`src/hdl/trng_pkg.sv`:
```
package trng_pkg;

    // word assembly
    localparam int WORD_BITS = 32;
    localparam int BIT_CNT_W = $clog2(WORD_BITS);

    // repetition test run lengths, counted back from a word boundary
    localparam int WARN_RUN = 16;
    localparam int PERM_RUN = 32;

    // calibration window
    localparam int WINDOW_LEN = 1024;
    localparam int CNT_W      = 11;
    localparam logic [CNT_W-1:0] WIN_LAST = CNT_W'(WINDOW_LEN - 1);

    // lower bounds of the ones-count bands
    // good band is BAND_3 up to but not including BAND_4 (45..55 %)
    localparam logic [CNT_W-1:0] BAND_1 = 11'd128;
    localparam logic [CNT_W-1:0] BAND_2 = 11'd256;
    localparam logic [CNT_W-1:0] BAND_3 = 11'd461;
    localparam logic [CNT_W-1:0] BAND_4 = 11'd563;
    localparam logic [CNT_W-1:0] BAND_5 = 11'd768;
    localparam logic [CNT_W-1:0] BAND_6 = 11'd896;

    // trim code handling
    localparam logic [7:0] WARN_STEP = 8'd3;
    localparam logic [7:0] CAL_RESET = 8'hC0;

    // output queue
    localparam int FIFO_DEPTH = 8;
    localparam int FIFO_AW    = $clog2(FIFO_DEPTH);

endpackage

```
`src/hdl/word_shifter.sv`:
```
module word_shifter (
    input  logic                          clk,
    input  logic                          rst,
    input  logic                          sample,
    output logic [trng_pkg::WORD_BITS-1:0] word,
    output logic                          word_done
);

    logic [trng_pkg::BIT_CNT_W-1:0] bit_count;

    // newest raw bit enters at bit 0
    always_ff @(posedge clk) begin
        word <= {word[trng_pkg::WORD_BITS-2:0], sample};
    end

    // free running position inside the current word
    always_ff @(posedge clk) begin
        if (rst) begin
            bit_count <= '0;
        end else begin
            bit_count <= bit_count + 1'b1;
        end
    end

    // last slot of the word
    assign word_done = &bit_count;

endmodule

```
`src/hdl/run_monitor.sv`:
```
module run_monitor (
    input  logic                          clk,
    input  logic                          rst,
    input  logic [trng_pkg::WORD_BITS-1:0] word,
    input  logic                          word_done,
    input  logic                          cal_exhausted,
    output logic                          warn_ones,
    output logic                          warn_zeros,
    output logic                          perm_fail
);

    logic [trng_pkg::WARN_RUN-1:0] warn_bits;
    logic [trng_pkg::PERM_RUN-1:0] perm_bits;
    logic                          short_ones;
    logic                          short_zeros;
    logic                          long_run;

    // tail of the word that ends at the boundary
    assign warn_bits = word[trng_pkg::WARN_RUN-1:0];
    assign perm_bits = word[trng_pkg::PERM_RUN-1:0];

    assign short_ones  = &warn_bits;
    assign short_zeros = ~|warn_bits;

    // whole word stuck at one value
    assign long_run = (&perm_bits) || (~|perm_bits);

    // warnings only mean something on the boundary cycle
    assign warn_ones  = word_done && short_ones;
    assign warn_zeros = word_done && short_zeros;

    // a long run is only fatal once the source can no longer be trimmed
    always_ff @(posedge clk) begin
        if (rst) begin
            perm_fail <= 1'b0;
        end else if (word_done && long_run && cal_exhausted) begin
            perm_fail <= 1'b1;
        end
    end

    assert property (
        @(posedge clk) disable iff (rst)
        !(warn_ones && warn_zeros)
    );

endmodule

```
`src/hdl/bias_calibrator.sv`:
```
module bias_calibrator (
    input  logic       clk,
    input  logic       rst,
    input  logic       sample,
    input  logic       warn_ones,
    input  logic       warn_zeros,
    input  logic       debug_mode,
    input  logic [7:0] dbg_step,
    output logic [7:0] cal_n,
    output logic [7:0] cal_p,
    output logic       cal_exhausted,
    output logic       valid
);

    logic [trng_pkg::CNT_W-1:0] win_count;
    logic [trng_pkg::CNT_W-1:0] ones_count;
    logic [trng_pkg::CNT_W-1:0] ones_total;
    logic                       window_end;
    logic                       good;
    logic                       more_ones;
    logic [7:0]                 band_step;
    logic [7:0]                 step;
    logic [7:0]                 cal_n_next;
    logic [7:0]                 cal_p_next;

    function automatic logic [7:0] sat_add(input logic [7:0] a, input logic [7:0] b);
        logic [8:0] sum;
        sum = {1'b0, a} + {1'b0, b};
        return sum[8] ? 8'hFF : sum[7:0];
    endfunction

    function automatic logic [7:0] sat_sub(input logic [7:0] a, input logic [7:0] b);
        return (b > a) ? 8'h00 : a - b;
    endfunction

    // count including the sample of this cycle
    assign ones_total = ones_count + {{(trng_pkg::CNT_W - 1){1'b0}}, sample};
    assign window_end = (win_count == trng_pkg::WIN_LAST);

    // band classification of the finished window
    always_comb begin
        good      = 1'b0;
        more_ones = 1'b0;
        band_step = 8'd0;
        if (ones_total < trng_pkg::BAND_1) begin
            more_ones = 1'b1;
            band_step = 8'd3;
        end else if (ones_total < trng_pkg::BAND_2) begin
            more_ones = 1'b1;
            band_step = 8'd2;
        end else if (ones_total < trng_pkg::BAND_3) begin
            more_ones = 1'b1;
            band_step = 8'd1;
        end else if (ones_total < trng_pkg::BAND_4) begin
            good = 1'b1;
        end else if (ones_total < trng_pkg::BAND_5) begin
            band_step = 8'd1;
        end else if (ones_total < trng_pkg::BAND_6) begin
            band_step = 8'd2;
        end else begin
            band_step = 8'd3;
        end
    end

    // register interface takes over the step size in debug
    assign step = debug_mode ? dbg_step : band_step;

    // cal_p is the primary knob, cal_n takes over once cal_p is pinned
    always_comb begin
        cal_n_next = cal_n;
        cal_p_next = cal_p;
        if (window_end) begin
            if (!good) begin
                if (more_ones) begin
                    if (cal_p != 8'hFF) begin
                        cal_p_next = sat_add(cal_p, step);
                    end else begin
                        cal_n_next = sat_sub(cal_n, step);
                    end
                end else begin
                    if (cal_p != 8'h00) begin
                        cal_p_next = sat_sub(cal_p, step);
                    end else begin
                        cal_n_next = sat_add(cal_n, step);
                    end
                end
            end
        end else if (warn_ones) begin
            cal_p_next = sat_sub(cal_p, trng_pkg::WARN_STEP);
        end else if (warn_zeros) begin
            cal_n_next = sat_sub(cal_n, trng_pkg::WARN_STEP);
        end
    end

    always_ff @(posedge clk) begin
        if (rst) begin
            win_count  <= '0;
            ones_count <= '0;
            cal_n      <= trng_pkg::CAL_RESET;
            cal_p      <= trng_pkg::CAL_RESET;
            valid      <= 1'b0;
        end else begin
            cal_n <= cal_n_next;
            cal_p <= cal_p_next;
            if (window_end) begin
                win_count  <= '0;
                ones_count <= '0;
                // once good, always good
                if (good) begin
                    valid <= 1'b1;
                end
            end else begin
                win_count  <= win_count + 1'b1;
                ones_count <= ones_total;
            end
        end
    end

    // either code at its floor means no trim range left
    assign cal_exhausted = (cal_n == 8'h00) || (cal_p == 8'h00);

endmodule

```
`src/hdl/sample_fifo.sv`:
```
module sample_fifo (
    input  logic                          clk,
    input  logic                          rst,
    input  logic                          enq,
    input  logic                          deque,
    input  logic [trng_pkg::WORD_BITS-1:0] wdata,
    output logic [trng_pkg::WORD_BITS-1:0] rdata,
    output logic                          full,
    output logic                          empty
);

    logic [trng_pkg::WORD_BITS-1:0] mem [trng_pkg::FIFO_DEPTH];
    logic [trng_pkg::FIFO_AW-1:0]   wr_ptr;
    logic [trng_pkg::FIFO_AW-1:0]   rd_ptr;
    logic [trng_pkg::FIFO_AW:0]     count;
    logic                           do_read;

    // reads on an empty queue are dropped
    assign do_read = deque && !empty;

    always_ff @(posedge clk) begin
        if (enq) begin
            mem[wr_ptr] <= wdata;
        end
    end

    always_ff @(posedge clk) begin
        if (rst) begin
            wr_ptr <= '0;
            rd_ptr <= '0;
            count  <= '0;
        end else begin
            if (enq) begin
                wr_ptr <= wr_ptr + 1'b1;
            end
            if (do_read) begin
                rd_ptr <= rd_ptr + 1'b1;
            end
            // simultaneous push and pop leaves the level unchanged
            case ({enq, do_read})
                2'b10:   count <= count + 1'b1;
                2'b01:   count <= count - 1'b1;
                default: count <= count;
            endcase
        end
    end

    // head of queue, no read latency
    assign rdata = mem[rd_ptr];

    assign full  = (count == trng_pkg::FIFO_DEPTH);
    assign empty = (count == '0);

    assert property (
        @(posedge clk) disable iff (rst)
        !(enq && full)
    );

    assert property (
        @(posedge clk) disable iff (rst)
        count <= trng_pkg::FIFO_DEPTH
    );

endmodule

```
`src/hdl/trng_health_top.sv`:
```
module trng_health_top (
    input  logic                          clk,
    input  logic                          rst,
    input  logic                          sample,
    input  logic                          deque,
    input  logic                          debug_mode,
    input  logic [7:0]                    dbg_step,
    output logic [trng_pkg::WORD_BITS-1:0] rdata,
    output logic                          empty,
    output logic                          full,
    output logic                          valid,
    output logic                          perm_fail,
    output logic [7:0]                    cal_n,
    output logic [7:0]                    cal_p
);

    logic [trng_pkg::WORD_BITS-1:0] word;
    logic                           word_done;
    logic                           warn_ones;
    logic                           warn_zeros;
    logic                           cal_exhausted;
    logic                           enq;

    word_shifter u_shifter (
        .clk       (clk),
        .rst       (rst),
        .sample    (sample),
        .word      (word),
        .word_done (word_done)
    );

    run_monitor u_monitor (
        .clk           (clk),
        .rst           (rst),
        .word          (word),
        .word_done     (word_done),
        .cal_exhausted (cal_exhausted),
        .warn_ones     (warn_ones),
        .warn_zeros    (warn_zeros),
        .perm_fail     (perm_fail)
    );

    bias_calibrator u_calibrator (
        .clk           (clk),
        .rst           (rst),
        .sample        (sample),
        .warn_ones     (warn_ones),
        .warn_zeros    (warn_zeros),
        .debug_mode    (debug_mode),
        .dbg_step      (dbg_step),
        .cal_n         (cal_n),
        .cal_p         (cal_p),
        .cal_exhausted (cal_exhausted),
        .valid         (valid)
    );

    // only clean words from a calibrated, healthy source; dropped when full
    assign enq = word_done && !warn_ones && !warn_zeros && !perm_fail && valid && !full;

    sample_fifo u_fifo (
        .clk   (clk),
        .rst   (rst),
        .enq   (enq),
        .deque (deque),
        .wdata (word),
        .rdata (rdata),
        .full  (full),
        .empty (empty)
    );

endmodule

```
`config.mk`:
```
export PLATFORM = sky130hd
export DESIGN_NAME = trng_health_top
export DESIGN_NICKNAME = d
export VERILOG_FILES = /design/src/hdl/trng_pkg.sv /design/src/hdl/word_shifter.sv /design/src/hdl/run_monitor.sv /design/src/hdl/bias_calibrator.sv /design/src/hdl/sample_fifo.sv /design/src/hdl/trng_health_top.sv
export SDC_FILE = /design/constraint.sdc
export NUM_CORES = 1
export LEC_CHECK = 0
export ABC_AREA = 1
export ABC_CLOCK_PERIOD_IN_PS = 5100
export BUFFER_PORTS_ARGS = -buffer_cell sky130_fd_sc_hd__clkbuf_2
export CAP_MARGIN = 40
export CORE_MARGIN = 1
export CORE_UTILIZATION = 55
export DETAILED_ROUTE_END_ITERATION = 8
export PLACE_DENSITY = 0.72
export SYNTH_ARGS = -nofsm -noshare
export SYNTH_HDL_FRONTEND = slang
export SYNTH_SLANG_ARGS = --single-unit
```
`constraint.sdc`:
```
create_clock -name clk -period 5.1 [get_ports clk]
set_input_delay 0.255 -clock clk [delete_from_list [all_inputs] [get_ports clk]]
set_output_delay 0.255 -clock clk [all_outputs]
set_load 0.05 [all_outputs]
```
==> flow_metrics.tcl, run 1 <==
set metrics [dict create \
    antenna_left 0 \
    syn_to_final_growth_pct 12.8 \
    power_mw 8.14 \
    grt_pass1_vias 10991 \
    dp.cells 2028 \
    die_w_um 172 \
    dr.first_iter.drc_count 1032 \
    final_common_cell "nor2_1" \
    nets 1755 \
    final_cell_mix "nor2_1 (315), edfxtp_1 (256), nand2_1 (217)" \
    vias_per_cell 5.58 \
    syn_nets 1696 \
    instances_no_fill 2094 \
    clk_latency_ns 0.52 \
    grtUsageMet2_pct 42.0 \
    layout_min_cycle_time_ns 4.31 \
    clockBufferDepth 3 \
    drc 0 \
    cts_made_buffers 36 \
    globalplace.congestion 0.910 \
    coreArea_um2 28200 \
    finalHoldViolations 0 \
    finalCritPeriodShare_pct 84.5 \
    wl_um 35400 \
    boundaryPins 65 \
    clockRootBuffer "clkbuf_16" \
    antenna_found_initial 0 \
    start_util_pct 56.6 \
    worstReg2RegStart "u_calibrator.ones_count[0]" \
    p_leak_nw 7.00 \
    tritoncts "built" \
    grt_usage_pct 24.4 \
    skew_ns 0.0231 \
    diodes 0 \
    crit_top_cell "nand2_1" \
    worstSetupStartpointType "input pin" \
    buffer_ports.inserted 64 \
    grtUsageMet3_pct 3.52 \
    cp_slowest_cell "dlygate4sd3_1" \
    fmaxAchievable_mhz 232 \
    cp-end-kind "flip-flop" \
    grt_setup_unrepaired "no" \
    cpPeakStageDelay_ns 0.52 \
    grt_busiest_layer "met2" \
    required_ns 5.51 \
    yosysWarnings 0 \
    r2r_cells 26 \
    grt_max_degree 82 \
    outcome "completed" \
    num-fill-cells 2242 \
    p_per_area_nw_per_um2 453 \
    endpoint "u_calibrator.cal_n[1]" \
    post_drt_wl_per_cell_um 16.9 \
    setup_viol 0 \
    r2r_slack_ns 0.84 \
    grt_pass1_wl_um 55800 \
    critPathLaunch "sample" \
    tightest_slew_ns 0.930 \
    grt_overflow 0 \
    drive_above_1_share_pct 11.8 \
    ctsResizeCount 0 \
    dpl.hpwl_um 22200 \
    setup_tns_ns 0 \
    dr.pass1.iters 6 \
    slew_headroom_pct 37.8 \
    hp-class "in -> reg" \
    cap_violations 0 \
    clock_sinks 346 \
    syn_inst 1630 \
    syn-cell-area_um2 15900 \
    die-area_um2 29600 \
    synth-seq-cells 346 \
    die_y_um 172 \
    whs_path_depth 2 \
    clk_pin_slew_worst_paths_ns 0.06 \
    final_max_slew_viol_count 0 \
    syn-mean-instance-area_um2 9.77 \
    cp_max_fo 28 \
    met1_usage_pct 31.5 \
    peakVddDrop_mv 0.343 \
    cts_htree_levels 2 \
    synth.distinct_cells 47 \
    rows 61 \
    arrival_ns 4.72 \
    yosysSeqAreaShare_pct 59.6 \
    reg2reg_to "u_calibrator.cal_n[1]" \
    num_vias 11691 \
    critPathKind "in -> reg" \
]
==> registers in the layout, indices dropped and copies added (netlist names), named ones only <==
signal	cells
u_calibrator.cal_n	8
u_calibrator.cal_p	8
u_calibrator.ones_count	11
u_calibrator.valid	1
u_calibrator.win_count	11
u_fifo.count	4
u_fifo.mem	256
u_fifo.rd_ptr	3
u_fifo.wr_ptr	3
u_monitor.perm_fail	1
u_shifter.bit_count	5
u_shifter.word	32
==> cell type report <==
type                            instances  area, um^2  area share, %
Clock inverter                         17         215           1.20
Clock buffer                           48         976           5.43
Inverter                              126         477           2.65
Timing Repair Buffer                   87         597           3.32
Multi-Input combinational cell       1092        5730           31.9
Tap cell                              378         473           2.63
Sequential cell                       346        9490           52.8
==> power by group <==
part	total (mW)	internal, mW	switching, mW
registers	3.17	3.07	0.107
clock network	2.62	1.56	1.06
logic	2.35	0.601	1.75
total	8.14	5.23	2.91
==> cells by family (layout without fill, tap and decap cells) <==
kind of cell | Yosys count | in the layout | synth area share, %
xor gates and xnor gates | 32 | 32 | 1.81
AOI/OAI and AO/OA | 283 | 283 | 9.65
buffers and inverters | 192 | 278 | 4.77
DFF | 346 | 346 | 59.6
adders and majority gates | 53 | 53 | 4.40
and+or+nand+nor | 724 | 724 | 19.8
==> routing by layer <==
layer	wire [um]	vias up	share of wire [%]
met2	17300	374	49
met5	0	-	0
met1	15200	5526	43
met4	967	0	2.7
li1	-	5719	-
met3	1880	72	5.3
==> critical path: cells and delay by family <==
| family | cells | cell delay (ns) |
|---|---|---|
| fa+ha+maj | 3 | 0.97 |
| compound gates | 3 | 0.92 |
| simple gates | 17 | 1.62 |
| buf+inv | 5 | 0.91 |
==> synth_stat cells (all sizes together) <==
| cell | number | area share, % |
|---|---|---|
| edfxtp | 256 | 48 |
| or2 | 5 | 0.20 |
| nor4 | 6 | 0.24 |
| buf | 11 | 0.42 |
| nand3b | 2 | 0.094 |
| a21o | 1 | 0.047 |
| xnor2 | 9 | 0.49 |
| and3 | 1 | 0.039 |
| o211ai | 4 | 0.19 |
| nor3b | 4 | 0.19 |
| a211oi | 1 | 0.047 |
| fa | 5 | 0.63 |
| a31oi | 35 | 1.4 |
| ha | 48 | 3.8 |
| a21oi | 40 | 1.3 |
| o21bai | 2 | 0.094 |
| o21ai | 163 | 5.1 |
| xor2 | 23 | 1.3 |
| nor2 | 335 | 8.4 |
| clkinv | 3 | 0.071 |
| nor3 | 18 | 0.60 |
| clkbuf | 55 | 1.4 |
| o31ai | 2 | 0.094 |
| nand4 | 23 | 0.90 |
| o21a | 3 | 0.14 |
| nand2 | 232 | 5.9 |
| o22ai | 32 | 1.3 |
| nand3 | 97 | 3.3 |
| dfxtp | 90 | 11 |
| inv | 123 | 2.9 |
| and2 | 1 | 0.039 |
==> what timing repair did <==
action	4_1_cts	5_1_grt
setup buffers	0	0
hold endpoints to repair	1	0
hold buffers	1	0
==> worst min-delay path by stage <==
| stage | endpoint | slack, ns | startpoint |
|---|---|---|---|
| after CTS | u_fifo.wr_ptr[0] | 0.09 | rst |
| after floorplan | u_shifter.word[0] | 0.28 | sample |
| after global placement | u_shifter.word[0] | 0.40 | sample |
| final | u_fifo.wr_ptr[0] | 0.08 | rst |
| after detailed placement | u_shifter.word[0] | 0.40 | sample |
| after global routing | u_monitor.perm_fail | 0.11 | rst |
==> through the flow <==
step | hold WS [ns] | cell area [um^2] | setup WS [ns] | util (%)
detailed placement | 0.400 | 16800 | 0.858 | 59.5
global route | 0.106 | 18000 | 0.354 | 63.8
global placement | 0.397 | 16600 | 1.02 | 59.0
floorplan | 0.283 | 15900 | 0.844 | -
finish | 0.0830 | 18000 | 0.791 | 63.8
CTS | 0.0855 | 18000 | 0.830 | 63.8
Note: power is estimated with default switching activity, not from simulation.
==> run 2: changes to the inputs <==
- ABC_CLOCK_PERIOD_IN_PS: 5100 -> 4100
- clock period: 5.1 -> 4.1 ns (I/O delays scaled with it)
==> run 2 against run 1 <==
Compared with the run above: core utilization decreased by 0.25 points; worst hold slack worse by 0.039 ns; via count rose by 0.89%; largest power group unchanged; highest routed layer unchanged.
==> flow_metrics.tcl, run 2 (synthesis gave the netlist of run 1 again) <==
set metrics [dict create \
    outcome "completed" \
    cts_htree_levels 2 \
    num_vias 11795 \
    worstReg2RegStart "u_calibrator.ones_count[0]" \
    p_leak_nw 7.00 \
    grt_overflow 0 \
    nets 1760 \
    grt_usage_pct 24.8 \
    grt_max_degree 65 \
    die-area_um2 29600 \
    boundaryPins 65 \
    dr.pass1.iters 6 \
    slew_headroom_pct 42.7 \
    globalplace.congestion 0.902 \
    peakVddDrop_mv 0.462 \
    worstSetupStartpointType "input pin" \
    drive_above_1_share_pct 12.1 \
    tritoncts "built" \
    largest_reg_flops 256 \
    r2r_slack_ns 0.41 \
    layout_min_cycle_time_ns 3.69 \
    vias_per_cell 5.62 \
    fmaxAchievable_mhz 271 \
    cp-end-kind "flip-flop" \
    reg2reg_to "u_calibrator.cal_p[5]" \
    largest_register "u_fifo.mem" \
    r2r_cells 24 \
    start_util_pct 56.6 \
    crit_buf_inv 4 \
    syn_to_final_growth_pct 12.3 \
    whs_path_depth 2 \
    grt_pass1_wl_um 57200 \
    antenna_left 0 \
    dr.first_iter.drc_count 1090 \
    cp_max_fo 7 \
    required_ns 4.51 \
    final_cell_mix "nor2_1 (315), edfxtp_1 (256), nand2_1 (217)" \
    setup_tns_ns 0 \
    skew_ns 0.0147 \
    clk_pin_slew_worst_paths_ns 0.06 \
    finalCritPeriodShare_pct 90.1 \
    hold_path.startpoint "rst" \
    grt_pass1_vias 11033 \
    arrival_ns 4.11 \
    cpPeakStageDelay_ns 0.52 \
    cap_violations 0 \
    coreArea_um2 28200 \
    wl_um 36200 \
    critical-path-top-delay-family "simple AND/OR/NAND/NOR gates" \
    final_common_cell "nor2_1" \
    post_cts_buffers 0 \
    p_per_area_nw_per_um2 561 \
    clk_latency_ns 0.52 \
    final_max_slew_viol_count 0 \
    critPathKind "in -> reg" \
    clockRootBuffer "clkbuf_16" \
    setup_viol 0 \
    clockBufferDepth 3 \
    die_y_um 172 \
    grt_setup_unrepaired "no" \
    post_drt_wl_per_cell_um 17.2 \
    die_w_um 172 \
    dpl.hpwl_um 22700 \
    antenna_found_initial 0 \
    largestRegisters "u_fifo.mem: 256 flops, u_shifter.word: 32 flops" \
    whs_ns 0.0437 \
    buffer_ports.inserted 64 \
    clock_sinks 346 \
    hp-class "in -> reg" \
    tightest_slew_ns 0.858 \
    drc 0 \
    cts_made_buffers 35 \
    rows 61 \
    num-fill-cells 2260 \
    finalHoldViolations 0 \
    diodes 0 \
    hold_end "u_shifter.bit_count[0]" \
    cp_slowest_cell "dlygate4sd3_1" \
]
==> run 2: cell types whose count changed in the layout (fill, tap and decap cells not counted), moves of 2 or more <==
cell,previous run,this run
buf_4,15,26
clkbuf_1,9,7
clkinv_2,5,7
buf_16,3,0
clkinvlp_4,5,1
clkinv_1,3,7
==> run 2: metrics by stage <==
stage	cells	power, mW	utilization (%)	area (um^2)	worst slack (ns)
global route	2099	10.5	63.5	17900	0.0132
detailed placement	2034	6.96	59.4	16700	0.328
CTS	2099	10.1	63.5	17900	0.278
finish	2099	10.0	63.5	17900	0.406
floorplan	1630	6.22	-	15900	0.00891
global placement	2034	6.92	59.4	16700	0.465
==> run 2: layer usage <==
| layer | vias to the layer above | track usage [%] | wire [um] |
|---|---|---|---|
| met3 | 70 | 3.32 | 2190 |
| met5 | - | 0 | 0 |
| li1 | 5729 | - | - |
| met4 | 0 | 8.85 | 1090 |
| met1 | 5575 | 33.6 | 15800 |
| met2 | 421 | 41.2 | 17000 |
==> run 2: repair_timing <==
action | 4_1_cts | 5_1_grt
hold buffers | 1 | 0
gates resized for setup | 0 | 3
endpoints found under the hold margin | 1 | 0
setup endpoints to repair | 0 | 14
==> run 2: final cells by class <==
class                   instances  area, um^2  share of cell area [%]
flip-flops and latches        346        9490                    53.1
repair buffers                 93         566                    3.16
multi-input cells            1092        5750                    32.1
well taps                     378         473                    2.64
clock inverters                19         181                    1.01
inverters                     126         477                    2.66
clock buffers                  45         955                    5.34
==> run 2: power by group <==
group          total [mW]  leakage (nW)  switching (mW)  internal (mW)
Clock                3.15         0.558            1.30           1.85
Combinational        2.92          3.40            2.17          0.747
Sequential           3.97          3.04           0.153           3.81
==> run 2: worst max-delay path by stage <==
stage | start | cells past startpoint | slack [ns] | end
6_report | sample | 26 | 0.41 | u_calibrator.cal_p[5]
5_1_grt | u_calibrator.ones_count[0] | 24 | 0.01 | u_calibrator.cal_p[5]
4_1_cts | u_calibrator.ones_count[0] | 26 | 0.28 | u_calibrator.cal_n[2]
3_5_place_dp | u_calibrator.ones_count[0] | 24 | 0.33 | u_calibrator.cal_p[7]
3_3_place_gp | sample | 23 | 0.47 | u_calibrator.cal_p[4]
2_1_floorplan | u_shifter.bit_count[0] | 10 | 0.009 | u_fifo.mem[3][0]
==> run 3: changes to the inputs <==
- CORE_MARGIN: 1 -> 3
==> run 3 against run 2 <==
Compared with the run above: critical endpoint is now u_calibrator.cal_p[2]; via count fell by 0.55%; global-route usage fell by 1.3 points; clock-buffer cell count grew 1; sequential power decreased by 2%; core utilization grew 0.28 points; clock skew increased by 0.014 ns; critical path type unchanged.
==> flow_metrics.tcl, run 3 (synthesis gave the netlist of run 1 again) <==
set metrics [dict create \
    grt_setup_unrepaired "no" \
    buffer_ports.inserted 64 \
    finalCritPeriodShare_pct 92.1 \
    antenna_left 0 \
    skew_ns 0.0287 \
    tightest_slew_ns 0.789 \
    final_cell_mix "nor2_1 (314), edfxtp_1 (256), nand2_1 (217)" \
    die_y_um 176 \
    die_w_um 176 \
    dpl.hpwl_um 22000 \
    largest_register "u_fifo.mem" \
    critical-path-top-delay-family "simple AND/OR/NAND/NOR gates" \
    start_util_pct 56.6 \
    finalHoldViolations 0 \
    antenna_found_initial 0 \
    rows 61 \
    syn_to_final_growth_pct 12.8 \
    final_common_cell "nor2_1" \
    peakVddDrop_mv 0.467 \
    p_per_area_nw_per_um2 568 \
    layout_min_cycle_time_ns 3.78 \
    grt_pass1_vias 11340 \
    p_leak_nw 7.02 \
    clockBufferDepth 3 \
    final_max_slew_viol_count 0 \
    dr.first_iter.drc_count 883 \
    tritoncts "built" \
    post_cts_buffers 0 \
    drive_above_1_share_pct 12.4 \
    nets 1756 \
    cp-end-kind "flip-flop" \
    largest_reg_flops 256 \
    cp_slowest_cell "dlygate4sd3_1" \
    grt_max_degree 129 \
    cpPeakStageDelay_ns 0.53 \
    cap_violations 0 \
    vias_per_cell 5.60 \
    seq_power_share_pct 38.2 \
    die-area_um2 31000 \
    grt_usage_pct 23.5 \
    drc 0 \
    num_vias 11730 \
    arrival_ns 4.23 \
    grt_overflow 0 \
    clk_pin_slew_worst_paths_ns 0.06 \
    critPathKind "in -> reg" \
    fmaxAchievable_mhz 265 \
    dr.pass1.iters 5 \
    cts_htree_levels 2 \
    num-fill-cells 2204 \
    hp-class "in -> reg" \
    clk_latency_ns 0.53 \
    combPwrFrac_pct 29.4 \
    slew_headroom_pct 47.4 \
    clockRootBuffer "clkbuf_16" \
    clock_sinks 346 \
    internal_power_mw 6.56 \
    setup_viol 0 \
    wl_um 36100 \
    crit_top_cell "nand2_1" \
    cts_made_buffers 36 \
    worstSetupStartpointType "input pin" \
    clockPowerShare_pct 32.4 \
    globalplace.congestion 0.939 \
    required_ns 4.56 \
    whs_ns 0.0472 \
    setup_tns_ns 0 \
    grt_pass1_wl_um 58400 \
    largestRegisters "u_fifo.mem: 256 flops, u_shifter.word: 32 flops" \
    outcome "completed" \
    coreArea_um2 28200 \
    p_sw_mw 3.64 \
    crit_buf_inv 4 \
    diodes 0 \
    cp_max_fo 7 \
    post_drt_wl_per_cell_um 17.2 \
    boundaryPins 65 \
    switching_share_pct 35.7 \
]
-- run 3: cell count changes in the layout (fill, tap and decap cells not counted), moves of 2 or more --
cell / previous run / this run
clkbuf_8: 2 / 4
clkbuf_1: 7 / 3
clkbuf_2: 64 / 66
buf_4: 26 / 20
clkinv_1: 7 / 5
-- run 3: cell type report --
cell class / count / area, um^2 / area share (%)
clock buffer: 46 / 1000 / 5.58
tap: 378 / 473 / 2.63
inverter: 126 / 477 / 2.65
clock inverter: 19 / 215 / 1.20
multi-input combinational: 1092 / 5770 / 32.1
sequential: 346 / 9490 / 52.8
timing repair buffer: 88 / 541 / 3.01
-- run 3: path summary, 6_finish.rpt --
kind | end | depth (start not counted) | from | slack, ns
setup / recovery | u_calibrator.cal_p[2] | 25 | sample | 0.32
hold / removal | u_shifter.bit_count[0] | 2 | rst | 0.05
hold reg to reg | u_shifter.bit_count[0] | 1 | u_shifter.bit_count[0] | 0.45
setup reg to reg | u_calibrator.cal_p[2] | 22 | u_calibrator.ones_count[0] | 0.34
-- run 3: power by group through the flow --
stage	clock network (mW)	registers, mW	logic, mW
after floorplan	0	3.94	2.29
after global placement	0	3.96	2.95
after detailed placement	0	3.97	3.01
after CTS	3.36	3.89	3.02
after global routing	3.50	3.91	3.27
final	3.30	3.90	3.00
-- run 3: worst reg2reg max path, stage by stage (launching register included) --
cell	delay (ns)
dfxtp_1	0.37
ha_1	0.19
nand2_2	0.10
nor2_4	0.18
nand2_1	0.07
nand2_1	0.07
nand2_2	0.08
nor2_2	0.15
nand3_1	0.10
nand2_1	0.08
nand3_2	0.11
nand3_1	0.09
a21oi_1	0.12
buf_4	0.18
ha_1	0.18
fa_1	0.44
o31ai_2	0.34
a21oi_1	0.24
o21ai_0	0.29
nand3_1	0.12
nand2_1	0.07
nor2_1	0.05
nor2_2	0.09
-- run 3: per-layer routing --
| metal | part of all wire (%) | track usage (%) |
|---|---|---|
| met4 | 2.2 | 7.39 |
| met2 | 48 | 38.8 |
| met1 | 45 | 32.6 |
| met5 | 0 | 0 |
| met3 | 5.2 | 3.23 |
-- run 3: per-stage QoR --
stage / utilization, % / setup WS (ns) / cell area, um^2 / total power, mW / std cells
6_report: 63.8 / 0.322 / 18000 / 10.2 / 2095
5_1_grt: 63.8 / 0.000964 / 18000 / 10.7 / 2095
4_1_cts: 63.7 / 0.126 / 17900 / 10.3 / 2095
3_5_place_dp: 59.3 / 0.148 / 16700 / 6.97 / 2029
3_3_place_gp: 59.3 / 0.307 / 16700 / 6.92 / 2029
2_1_floorplan: - / 0.00891 / 15900 / 6.22 / 1630
-- run 3: repair_timing --
item,in CTS,in global routing
setup endpoints to repair,0,16
hold endpoints to repair,1,0
hold buffers,1,0
resized for setup,0,9
